--- config.mk ---
export PLATFORM = sky130hd
export DESIGN_NAME = rv_core_top
export DESIGN_NICKNAME = d
export VERILOG_FILES = /design/src/rv_pkg.sv /design/src/rv_core_top.sv /design/src/rv_retire_stage.sv /design/src/rv_execute_stage.sv /design/src/rv_decode_stage.sv /design/src/rv_forward_unit.sv /design/src/rv_regfile.sv
export SDC_FILE = /design/constraint.sdc
export NUM_CORES = 2
export LEC_CHECK = 0
export BUFFER_PORTS_ARGS = -buffer_cell sky130_fd_sc_hd__buf_2
export CAP_MARGIN = 20
export CORE_AREA = 4 4 383 385
export CTS_CLUSTER_SIZE = 16
export DETAILED_ROUTE_END_ITERATION = 8
export DIE_AREA = 0 0 387 389
export REMOVE_ABC_BUFFERS = 1
export SYNTH_ARGS = -nofsm -noshare
export SYNTH_HDL_FRONTEND = slang
export SYNTH_SLANG_ARGS = --single-unit
--- constraint.sdc ---
create_clock -name clk -period 9.3 [get_ports clk]
set_clock_uncertainty 0.15 [all_clocks]
set_input_delay 0.465 -clock clk [delete_from_list [all_inputs] [get_ports clk]]
set_output_delay 0.465 -clock clk [all_outputs]
set_load 0.1 [all_outputs]
--- src/rv_pkg.sv ---
package rv_pkg;

    // Data path width used when the top level is not overridden
    localparam int xlen_default = 32;

    // RV32I instruction word width
    localparam int instr_w = 32;

    typedef logic [4:0] reg_addr_t;

    ////////////////////////////////////////
    // Major opcodes
    ////////////////////////////////////////
    localparam logic [6:0] opc_op     = 7'b0110011;
    localparam logic [6:0] opc_op_imm = 7'b0010011;

    // funct3 encodings shared by register and immediate forms
    localparam logic [2:0] f3_add_sub = 3'b000;
    localparam logic [2:0] f3_sll     = 3'b001;
    localparam logic [2:0] f3_slt     = 3'b010;
    localparam logic [2:0] f3_sltu    = 3'b011;
    localparam logic [2:0] f3_xor     = 3'b100;
    localparam logic [2:0] f3_srl_sra = 3'b101;
    localparam logic [2:0] f3_or      = 3'b110;
    localparam logic [2:0] f3_and     = 3'b111;

    // funct7 values, alt selects SUB and SRA/SRAI
    localparam logic [6:0] f7_base = 7'b0000000;
    localparam logic [6:0] f7_alt  = 7'b0100000;

    ////////////////////////////////////////
    // ALU operations
    ////////////////////////////////////////
    typedef enum logic [3:0] {
        alu_add,
        alu_sub,
        alu_sll,
        alu_slt,
        alu_sltu,
        alu_xor,
        alu_srl,
        alu_sra,
        alu_or,
        alu_and
    } alu_op_e;

endpackage
--- src/rv_core_top.sv ---
`timescale 1ns/1ps

module rv_core_top #(
    parameter int xlen = rv_pkg::xlen_default
) (
    input  logic                       clk,
    input  logic                       arst_n,
    input  logic                       in_valid,
    output logic                       in_ready,
    input  logic [rv_pkg::instr_w-1:0] in_instr,
    output logic                       out_valid,
    input  logic                       out_ready,
    output rv_pkg::reg_addr_t          out_rd,
    output logic                       out_we,
    output logic [xlen-1:0]            out_data
);

    // Decode to execute
    logic              dec_valid;
    logic              exe_ready;
    rv_pkg::alu_op_e   dec_op;
    rv_pkg::reg_addr_t dec_rd;
    rv_pkg::reg_addr_t dec_rs1;
    rv_pkg::reg_addr_t dec_rs2;
    logic              dec_we;
    logic              dec_use_imm;
    logic [xlen-1:0]   dec_imm;

    // Register file reads and resolved operands
    logic [xlen-1:0]   rf_rs1_data;
    logic [xlen-1:0]   rf_rs2_data;
    logic [xlen-1:0]   rs1_value;
    logic [xlen-1:0]   rs2_value;

    // Execute to retire
    logic              exe_valid;
    rv_pkg::reg_addr_t exe_rd;
    logic              exe_we;
    logic [xlen-1:0]   exe_result;
    logic              ret_ready;

    // Retire to register file
    logic              rf_wr_en;
    rv_pkg::reg_addr_t rf_wr_addr;
    logic [xlen-1:0]   rf_wr_data;

    rv_decode_stage #(.xlen(xlen)) u_decode (
        .clk(clk), .arst_n(arst_n),
        .in_valid(in_valid), .in_instr(in_instr), .in_ready(in_ready),
        .exe_ready(exe_ready), .dec_valid(dec_valid),
        .dec_op(dec_op), .dec_rd(dec_rd), .dec_rs1(dec_rs1), .dec_rs2(dec_rs2),
        .dec_we(dec_we), .dec_use_imm(dec_use_imm), .dec_imm(dec_imm)
    );

    rv_regfile #(.xlen(xlen)) u_regfile (
        .clk(clk), .arst_n(arst_n),
        .rs1_addr(dec_rs1), .rs2_addr(dec_rs2),
        .rs1_data(rf_rs1_data), .rs2_data(rf_rs2_data),
        .wr_en(rf_wr_en), .wr_addr(rf_wr_addr), .wr_data(rf_wr_data)
    );

    rv_forward_unit #(.xlen(xlen)) u_forward (
        .rs1_addr(dec_rs1), .rs2_addr(dec_rs2),
        .rf_rs1_data(rf_rs1_data), .rf_rs2_data(rf_rs2_data),
        .exe_valid(exe_valid), .exe_we(exe_we), .exe_rd(exe_rd), .exe_result(exe_result),
        .ret_valid(out_valid), .ret_we(out_we), .ret_rd(out_rd), .ret_data(out_data),
        .rs1_value(rs1_value), .rs2_value(rs2_value)
    );

    rv_execute_stage #(.xlen(xlen)) u_execute (
        .clk(clk), .arst_n(arst_n),
        .dec_valid(dec_valid), .dec_op(dec_op), .dec_rd(dec_rd), .dec_we(dec_we),
        .dec_use_imm(dec_use_imm), .dec_imm(dec_imm),
        .rs1_value(rs1_value), .rs2_value(rs2_value),
        .exe_ready(exe_ready), .ret_ready(ret_ready),
        .exe_valid(exe_valid), .exe_rd(exe_rd), .exe_we(exe_we), .exe_result(exe_result)
    );

    rv_retire_stage #(.xlen(xlen)) u_retire (
        .clk(clk), .arst_n(arst_n),
        .exe_valid(exe_valid), .exe_rd(exe_rd), .exe_we(exe_we), .exe_result(exe_result),
        .ret_ready(ret_ready),
        .out_valid(out_valid), .out_rd(out_rd), .out_we(out_we), .out_data(out_data),
        .out_ready(out_ready),
        .rf_wr_en(rf_wr_en), .rf_wr_addr(rf_wr_addr), .rf_wr_data(rf_wr_data)
    );

endmodule

--- src/rv_retire_stage.sv ---
`timescale 1ns/1ps

module rv_retire_stage #(
    parameter int xlen = rv_pkg::xlen_default
) (
    input  logic              clk,
    input  logic              arst_n,
    input  logic              exe_valid,
    input  rv_pkg::reg_addr_t exe_rd,
    input  logic              exe_we,
    input  logic [xlen-1:0]   exe_result,
    output logic              ret_ready,
    output logic              out_valid,
    output rv_pkg::reg_addr_t out_rd,
    output logic              out_we,
    output logic [xlen-1:0]   out_data,
    input  logic              out_ready,
    output logic              rf_wr_en,
    output rv_pkg::reg_addr_t rf_wr_addr,
    output logic [xlen-1:0]   rf_wr_data
);

    logic load;

    assign ret_ready = !out_valid || out_ready;
    assign load      = exe_valid && ret_ready;

    always_ff @(posedge clk or negedge arst_n) begin
        if (!arst_n) begin
            out_valid <= 1'b0;
            out_we    <= 1'b0;
        end else begin
            if (ret_ready) begin
                out_valid <= exe_valid;
            end
            if (load) begin
                out_we <= exe_we;
            end
        end
    end

    // Held stable while the consumer stalls
    always_ff @(posedge clk) begin
        if (load) begin
            out_rd   <= exe_rd;
            out_data <= exe_result;
        end
    end

    ////////////////////////////////////////
    // Write-back on output acceptance
    ////////////////////////////////////////
    assign rf_wr_en   = out_valid && out_ready && out_we;
    assign rf_wr_addr = out_rd;
    assign rf_wr_data = out_data;

endmodule

--- src/rv_execute_stage.sv ---
`timescale 1ns/1ps

module rv_execute_stage #(
    parameter int xlen = rv_pkg::xlen_default
) (
    input  logic              clk,
    input  logic              arst_n,
    input  logic              dec_valid,
    input  rv_pkg::alu_op_e   dec_op,
    input  rv_pkg::reg_addr_t dec_rd,
    input  logic              dec_we,
    input  logic              dec_use_imm,
    input  logic [xlen-1:0]   dec_imm,
    input  logic [xlen-1:0]   rs1_value,
    input  logic [xlen-1:0]   rs2_value,
    output logic              exe_ready,
    input  logic              ret_ready,
    output logic              exe_valid,
    output rv_pkg::reg_addr_t exe_rd,
    output logic              exe_we,
    output logic [xlen-1:0]   exe_result
);

    localparam int shamt_w = $clog2(xlen);

    rv_pkg::alu_op_e    op_q;
    logic [xlen-1:0]    a_q;
    logic [xlen-1:0]    b_q;
    logic [shamt_w-1:0] shamt;
    logic               load;

    assign exe_ready = !exe_valid || ret_ready;
    assign load      = dec_valid && exe_ready;

    ////////////////////////////////////////
    // Operand capture
    ////////////////////////////////////////
    always_ff @(posedge clk or negedge arst_n) begin
        if (!arst_n) begin
            exe_valid <= 1'b0;
            exe_we    <= 1'b0;
        end else begin
            if (exe_ready) begin
                exe_valid <= dec_valid;
            end
            if (load) begin
                exe_we <= dec_we;
            end
        end
    end

    // Operands arrive already resolved by the forward unit
    always_ff @(posedge clk) begin
        if (load) begin
            op_q   <= dec_op;
            exe_rd <= dec_rd;
            a_q    <= rs1_value;
            b_q    <= dec_use_imm ? dec_imm : rs2_value;
        end
    end

    ////////////////////////////////////////
    // ALU
    ////////////////////////////////////////
    assign shamt = b_q[shamt_w-1:0];

    always_comb begin
        case (op_q)
            rv_pkg::alu_add:  exe_result = a_q + b_q;
            rv_pkg::alu_sub:  exe_result = a_q - b_q;
            rv_pkg::alu_sll:  exe_result = a_q << shamt;
            rv_pkg::alu_slt:  exe_result = {{(xlen-1){1'b0}}, $signed(a_q) < $signed(b_q)};
            rv_pkg::alu_sltu: exe_result = {{(xlen-1){1'b0}}, a_q < b_q};
            rv_pkg::alu_xor:  exe_result = a_q ^ b_q;
            rv_pkg::alu_srl:  exe_result = a_q >> shamt;
            rv_pkg::alu_sra:  exe_result = $signed(a_q) >>> shamt;  // sign fill
            rv_pkg::alu_or:   exe_result = a_q | b_q;
            rv_pkg::alu_and:  exe_result = a_q & b_q;
            default:          exe_result = a_q + b_q;
        endcase
    end

endmodule

--- src/rv_decode_stage.sv ---
`timescale 1ns/1ps

module rv_decode_stage #(
    parameter int xlen = rv_pkg::xlen_default
) (
    input  logic                       clk,
    input  logic                       arst_n,
    input  logic                       in_valid,
    input  logic [rv_pkg::instr_w-1:0] in_instr,
    output logic                       in_ready,
    input  logic                       exe_ready,
    output logic                       dec_valid,
    output rv_pkg::alu_op_e            dec_op,
    output rv_pkg::reg_addr_t          dec_rd,
    output rv_pkg::reg_addr_t          dec_rs1,
    output rv_pkg::reg_addr_t          dec_rs2,
    output logic                       dec_we,
    output logic                       dec_use_imm,
    output logic [xlen-1:0]            dec_imm
);

    logic [6:0]        opcode;
    logic [2:0]        funct3;
    logic [6:0]        funct7;
    rv_pkg::reg_addr_t rd_field;
    logic              is_imm;
    logic              legal;
    logic              alt;
    rv_pkg::alu_op_e   op_sel;
    logic              load;

    ////////////////////////////////////////
    // Field extraction and legality
    ////////////////////////////////////////
    assign opcode   = in_instr[6:0];
    assign rd_field = in_instr[11:7];
    assign funct3   = in_instr[14:12];
    assign funct7   = in_instr[31:25];
    assign is_imm   = (opcode == rv_pkg::opc_op_imm);

    always_comb begin
        legal = 1'b0;
        alt   = 1'b0;
        if (opcode == rv_pkg::opc_op) begin
            alt   = (funct7 == rv_pkg::f7_alt);
            // Only SUB and SRA accept the alternate funct7
            legal = (funct7 == rv_pkg::f7_base) ||
                    (alt && ((funct3 == rv_pkg::f3_add_sub) || (funct3 == rv_pkg::f3_srl_sra)));
        end else if (is_imm) begin
            if (funct3 == rv_pkg::f3_sll) begin
                legal = (funct7 == rv_pkg::f7_base);
            end else if (funct3 == rv_pkg::f3_srl_sra) begin
                alt   = (funct7 == rv_pkg::f7_alt);
                legal = alt || (funct7 == rv_pkg::f7_base);
            end else begin
                legal = 1'b1;
            end
        end
    end

    always_comb begin
        case (funct3)
            rv_pkg::f3_add_sub: op_sel = alt ? rv_pkg::alu_sub : rv_pkg::alu_add;
            rv_pkg::f3_sll:     op_sel = rv_pkg::alu_sll;
            rv_pkg::f3_slt:     op_sel = rv_pkg::alu_slt;
            rv_pkg::f3_sltu:    op_sel = rv_pkg::alu_sltu;
            rv_pkg::f3_xor:     op_sel = rv_pkg::alu_xor;
            rv_pkg::f3_srl_sra: op_sel = alt ? rv_pkg::alu_sra : rv_pkg::alu_srl;
            rv_pkg::f3_or:      op_sel = rv_pkg::alu_or;
            default:            op_sel = rv_pkg::alu_and;
        endcase
    end

    ////////////////////////////////////////
    // Pipeline register
    ////////////////////////////////////////
    assign in_ready = !dec_valid || exe_ready;
    assign load     = in_valid && in_ready;

    always_ff @(posedge clk or negedge arst_n) begin
        if (!arst_n) begin
            dec_valid <= 1'b0;
            dec_we    <= 1'b0;
        end else begin
            if (in_ready) begin
                dec_valid <= in_valid;
            end
            if (load) begin
                dec_we <= legal && (rd_field != '0);
            end
        end
    end

    // Illegal words turn into x0 + 0 with no write
    always_ff @(posedge clk) begin
        if (load) begin
            dec_op      <= legal ? op_sel : rv_pkg::alu_add;
            dec_rd      <= rd_field;
            dec_rs1     <= legal ? in_instr[19:15] : '0;
            dec_rs2     <= in_instr[24:20];
            dec_use_imm <= is_imm || !legal;
            dec_imm     <= legal ? {{(xlen-12){in_instr[31]}}, in_instr[31:20]} : '0;
        end
    end

endmodule

--- src/rv_forward_unit.sv ---
`timescale 1ns/1ps

module rv_forward_unit #(
    parameter int xlen = rv_pkg::xlen_default
) (
    input  rv_pkg::reg_addr_t rs1_addr,
    input  rv_pkg::reg_addr_t rs2_addr,
    input  logic [xlen-1:0]   rf_rs1_data,
    input  logic [xlen-1:0]   rf_rs2_data,
    input  logic              exe_valid,
    input  logic              exe_we,
    input  rv_pkg::reg_addr_t exe_rd,
    input  logic [xlen-1:0]   exe_result,
    input  logic              ret_valid,
    input  logic              ret_we,
    input  rv_pkg::reg_addr_t ret_rd,
    input  logic [xlen-1:0]   ret_data,
    output logic [xlen-1:0]   rs1_value,
    output logic [xlen-1:0]   rs2_value
);

    // Younger producers take priority over older ones and the register file
    function automatic logic [xlen-1:0] resolve(input rv_pkg::reg_addr_t addr,
                                                input logic [xlen-1:0] rf_data);
        if (addr == '0) begin
            return '0;
        end else if (exe_valid && exe_we && (exe_rd == addr)) begin
            return exe_result;
        end else if (ret_valid && ret_we && (ret_rd == addr)) begin
            return ret_data;
        end
        return rf_data;
    endfunction

    always_comb begin
        rs1_value = resolve(rs1_addr, rf_rs1_data);
        rs2_value = resolve(rs2_addr, rf_rs2_data);
    end

endmodule

--- src/rv_regfile.sv ---
`timescale 1ns/1ps

module rv_regfile #(
    parameter int xlen = rv_pkg::xlen_default
) (
    input  logic              clk,
    input  logic              arst_n,
    input  rv_pkg::reg_addr_t rs1_addr,
    input  rv_pkg::reg_addr_t rs2_addr,
    output logic [xlen-1:0]   rs1_data,
    output logic [xlen-1:0]   rs2_data,
    input  logic              wr_en,
    input  rv_pkg::reg_addr_t wr_addr,
    input  logic [xlen-1:0]   wr_data
);

    // x1 to x31, x0 has no storage
    logic [xlen-1:0] regs [1:31];

    always_ff @(posedge clk or negedge arst_n) begin
        if (!arst_n) begin
            for (int i = 1; i < 32; i++) begin
                regs[i] <= '0;
            end
        end else if (wr_en && (wr_addr != '0)) begin
            regs[wr_addr] <= wr_data;
        end
    end

    // Asynchronous reads
    assign rs1_data = (rs1_addr == '0) ? '0 : regs[rs1_addr];
    assign rs2_data = (rs2_addr == '0) ? '0 : regs[rs2_addr];

endmodule

==> results.txt <==
----------------------------------------------------
[Status]
  Result of the run ... finished clean

[Synth]
  Asr flop ratio synth ... 0.875
  Synth Warn # ... 0
  Portion of the post-synthesis area used by sequential elements ... 0.428
  Post-synth design cell area ... 0.0683 mm2
  Post-synth EDFFs ... 142
  Number of synthesized register bits ... 1140
  Synthesized netlist cell count ... ~5100
  Top FF cell, synth ... dfrtp_1
  Number of different library cells in the post-synthesis netlist ... 87
  Syn Area/Cell ... about 13 um2

[CTS]
  Number of instances resized during post-cts repair ... 0
  Clock-pin slew on the worst setup and hold paths ... ~0.070 ns
  TritonCTS Buffers ... approximately 130
  Maximum buffer depth of the clock tree ... 3
  Number of post-CTS setup repair buffers ... 0
  Num Clock Sinks ... ~1100
  Number of buffers inserted by hold repair at cts ... 32
  CTS tree ... done
  Clock insertion delay at the later pin of the skew report ... roughly 0.79 ns
  Clock root buffer master ... clkbuf_16
  H-tree depth reported by CTS ... 4

[Global routing]
  Pin count of the biggest net entering global routing ... ~170
  Number of antenna violations at the first check in global routing ... 2
  Total overflow reported by the global router ... 0
  Global-route total usage across every layer ... 0.308
  First-pass GRT wire length ... about 340000 um
  Via count of the first global-routing pass ... 47400

[Die]
  Total Die Area ... 0.151 mm2
  Starting density of the core ... 0.477
  Number of core rows ... approximately 140
  Width of the chip ... slightly below 400 um
  Chip height ... just under 400 um
  Core Footprint ... between 0.1 and 0.15 mm2
  I/O pin count ... 76

[STA]
  Remaining max-slew budget at the tightest pin ... 0.199
  Slew at the pin closest to its max-slew limit ... roughly 1.2 ns
  Hold Worst Slack ... roughly 0.074 ns
  Min setup slack post-route ... 4.03 ns
  Setup Viol. Count Final ... 0
  Max Transition Viols Final ... 0
  Shortest period the worst path allows ... about 5.3 ns
  Highest attainable clock frequency ... around 190 MHz
  Setup_tns ... 0 ns
  Fin crit share ... 0.567
  Final number of hold-violating endpoints ... 0
  RSZ-0062 raised after global routing ... false

[Placed design]
  Total instance count after detailed placement ... between 6000 and 7000
  Worst slack at placement ... about 4.2 ns
  Global placement routability congestion ... just over 1
  Post-DP Area ... 0.0706 mm2
  Half-perimeter wire length after placement ... about 140000 um
  Port buffer count ... 75

[Finish]
  Final non-filler cell area ... between 0.07 and 0.08 mm2
  Most used cells in the layout excluding fill and tap cells ... mux2_2 (1095), dfrtp_1 (998), mux4_2 (622)
  Number of standard cells in the layout, taps in and fillers out ... 6959
  Number of nets in the finished design ... a little over 5000
  Util after Layout ... 0.527
  Most common cell after layout, fill and taps aside ... mux2_2
  Area Overhead vs Synth ... 10.6%
  Fraction of layout cells with a size suffix above 1 ... 0.440

[Worst hold path]
  Hold Crit Start ... in_instr[13]
  Class of the worst hold path ... in2reg

[Setup path]
  Worst setup path startpoint ... u_execute.b_q[3]
  Slowest library cell on the worst path ... a211oi_1
  CP cell instances ... buf_4 -> clkinv_1 -> buf_4 -> ha_1 -> nor2_1 -> o311ai_0 -> a211oi_1 -> o21ai_0 -> a21oi_1 -> nor2_1 -> o21ai_0 -> a21oi_1 -> a211oi_1 -> a221oi_1
  Kind of cell adding the most delay to the critical path ... compound AO/OA/AOI/OAI gates
  Critical Path Source Type ... register
  CP Capture Type ... register
  Critical Setup Path Class ... reg2reg
  R2R Path Start ... u_execute.b_q[3]
  Worst stage delay on the critical path ... ~0.72 ns
  Worst-path maximum fanout ... 83
  Critical path arrival ... around 5.6 ns
  Data required time at the worst endpoint ... slightly below 10 ns
  CP bufs+invs ... 3

[Power]
  Power per Cell Area ... about 170 mW/mm2
  Tot Pwr ... around 13 mW
  Worst vdd rail ir drop ... around 120 uV
  Static leakage power ... roughly 33 nW

[Routing]
  Via count ... about 47000
  Total length of routed wires ... ~230000 um
  Wirelength per Cell ... ~34 um
  DR iter-0 viols ... about 5000
  DRC viols ... 0
  Ratio of routed vias to standard cells ... 6.76
  First-pass iteration count of the detailed router ... 6
  Number of antenna-violating nets in the routed design ... 0

[Run]
  Number of max-cap violations ... 0

----------------------------------------------------
## synthesized netlist by cell type (14+ instances only)
master / n / area [um2]
o21ai_0: 122 / 611
a221oi_1: 26 / 228
mux2_2: 1095 / 12300
a31oi_1: 16 / 100
o211ai_1: 35 / 263
inv_1: 113 / 424
nor2_1: 249 / 935
mux4_2: 622 / 14000
or2_2: 14 / 87.6
nor2b_1: 34 / 213
nor3_1: 44 / 220
buf_1: 77 / 289
nand3_1: 41 / 205
dfrtp_1: 998 / 25000
a21oi_1: 197 / 986
nand2b_1: 19 / 119
nand4_1: 20 / 125
xnor2_1: 27 / 236
nand2_1: 177 / 664
clkbuf_1: 355 / 1330
a22o_1: 64 / 561
a21o_1: 25 / 188
ha_1: 97 / 1210
mux2i_1: 92 / 921
edfxtp_1: 142 / 4260
a211oi_1: 48 / 360
or3_1: 17 / 106
buf_2: 55 / 275
## layout make-up
type | instances | area (um2)
diodes | 3 | 7.51
clock buffers | 195 | 3910
clock inverters | 48 | 648
fillers | 11900 | 67600
inverters | 115 | 432
multi-input cells | 3310 | 36900
flip-flops and latches | 1140 | 29200
well taps | 1903 | 2380
repair buffers | 245 | 1940
## state kept, by name, summed over array words and instances (netlist names)
register              flops
u_decode.dec_valid        1
u_execute.a_q            32
u_decode.dec_op           4
u_decode.dec_imm         12
u_execute.exe_rd          5
u_execute.exe_valid       1
u_execute.b_q            32
u_retire.out_we           1
u_retire.out_data        32
u_decode.dec_rd           5
u_execute.exe_we          1
u_decode.dec_we           1
u_retire.out_rd           5
u_regfile.regs          992
u_decode.dec_use_imm      1
u_retire.out_valid        1
u_decode.dec_rs2          5
u_decode.dec_rs1          5
u_execute.op_q            4
## cells by family after synthesis
group	share of synthesized area
xor gates and xnor gates	0.00423
muxes	0.399
adders and majority gates	0.0184
DFF	0.428
and+or+nand+nor	0.0453
buffers and inverters	0.0354
AOI/OAI and AO/OA	0.0690
## worst register-to-register path: cells and delay by family (launching register included)
family | cells | cell delay (ns)
compound gates | 8 | 2.62
fa+ha+maj | 1 | 0.45
buf+inv | 3 | 1.16
flops | 1 | 0.34
simple gates | 2 | 0.23
## final timing paths
kind,endpoint,slack (ns),cells after the start
worst min register to register,u_execute.op_q[0],0.32,0
worst max register to register,u_execute.b_q[15],4.03,14
max in group asynchronous,u_regfile.regs[361],6.51,4
worst min-delay path,u_decode.dec_op[0],0.07,4
min in group asynchronous,u_regfile.regs[185],0.16,2
worst max-delay path,u_execute.b_q[15],4.03,14
## report_power, final
group	switching, mW	internal (mW)	total (mW)
sequential	0.132	5.16	5.29
clock	2.22	3.23	5.45
combinational	1.49	0.596	2.09
total	3.85	8.98	12.8
## routing by layer
| layer | GRT usage | up-vias | part of all wire |
|---|---|---|---|
| met5 | 0 | - | 0 |
| met4 | 0.122 | 0 | 0.042 |
| met3 | 0.0651 | 445 | 0.080 |
| met2 | 0.471 | 2101 | 0.46 |
| met1 | 0.434 | 25200 | 0.42 |
| li1 | - | 19300 | - |
Note: power is estimated with default switching activity, not from simulation.
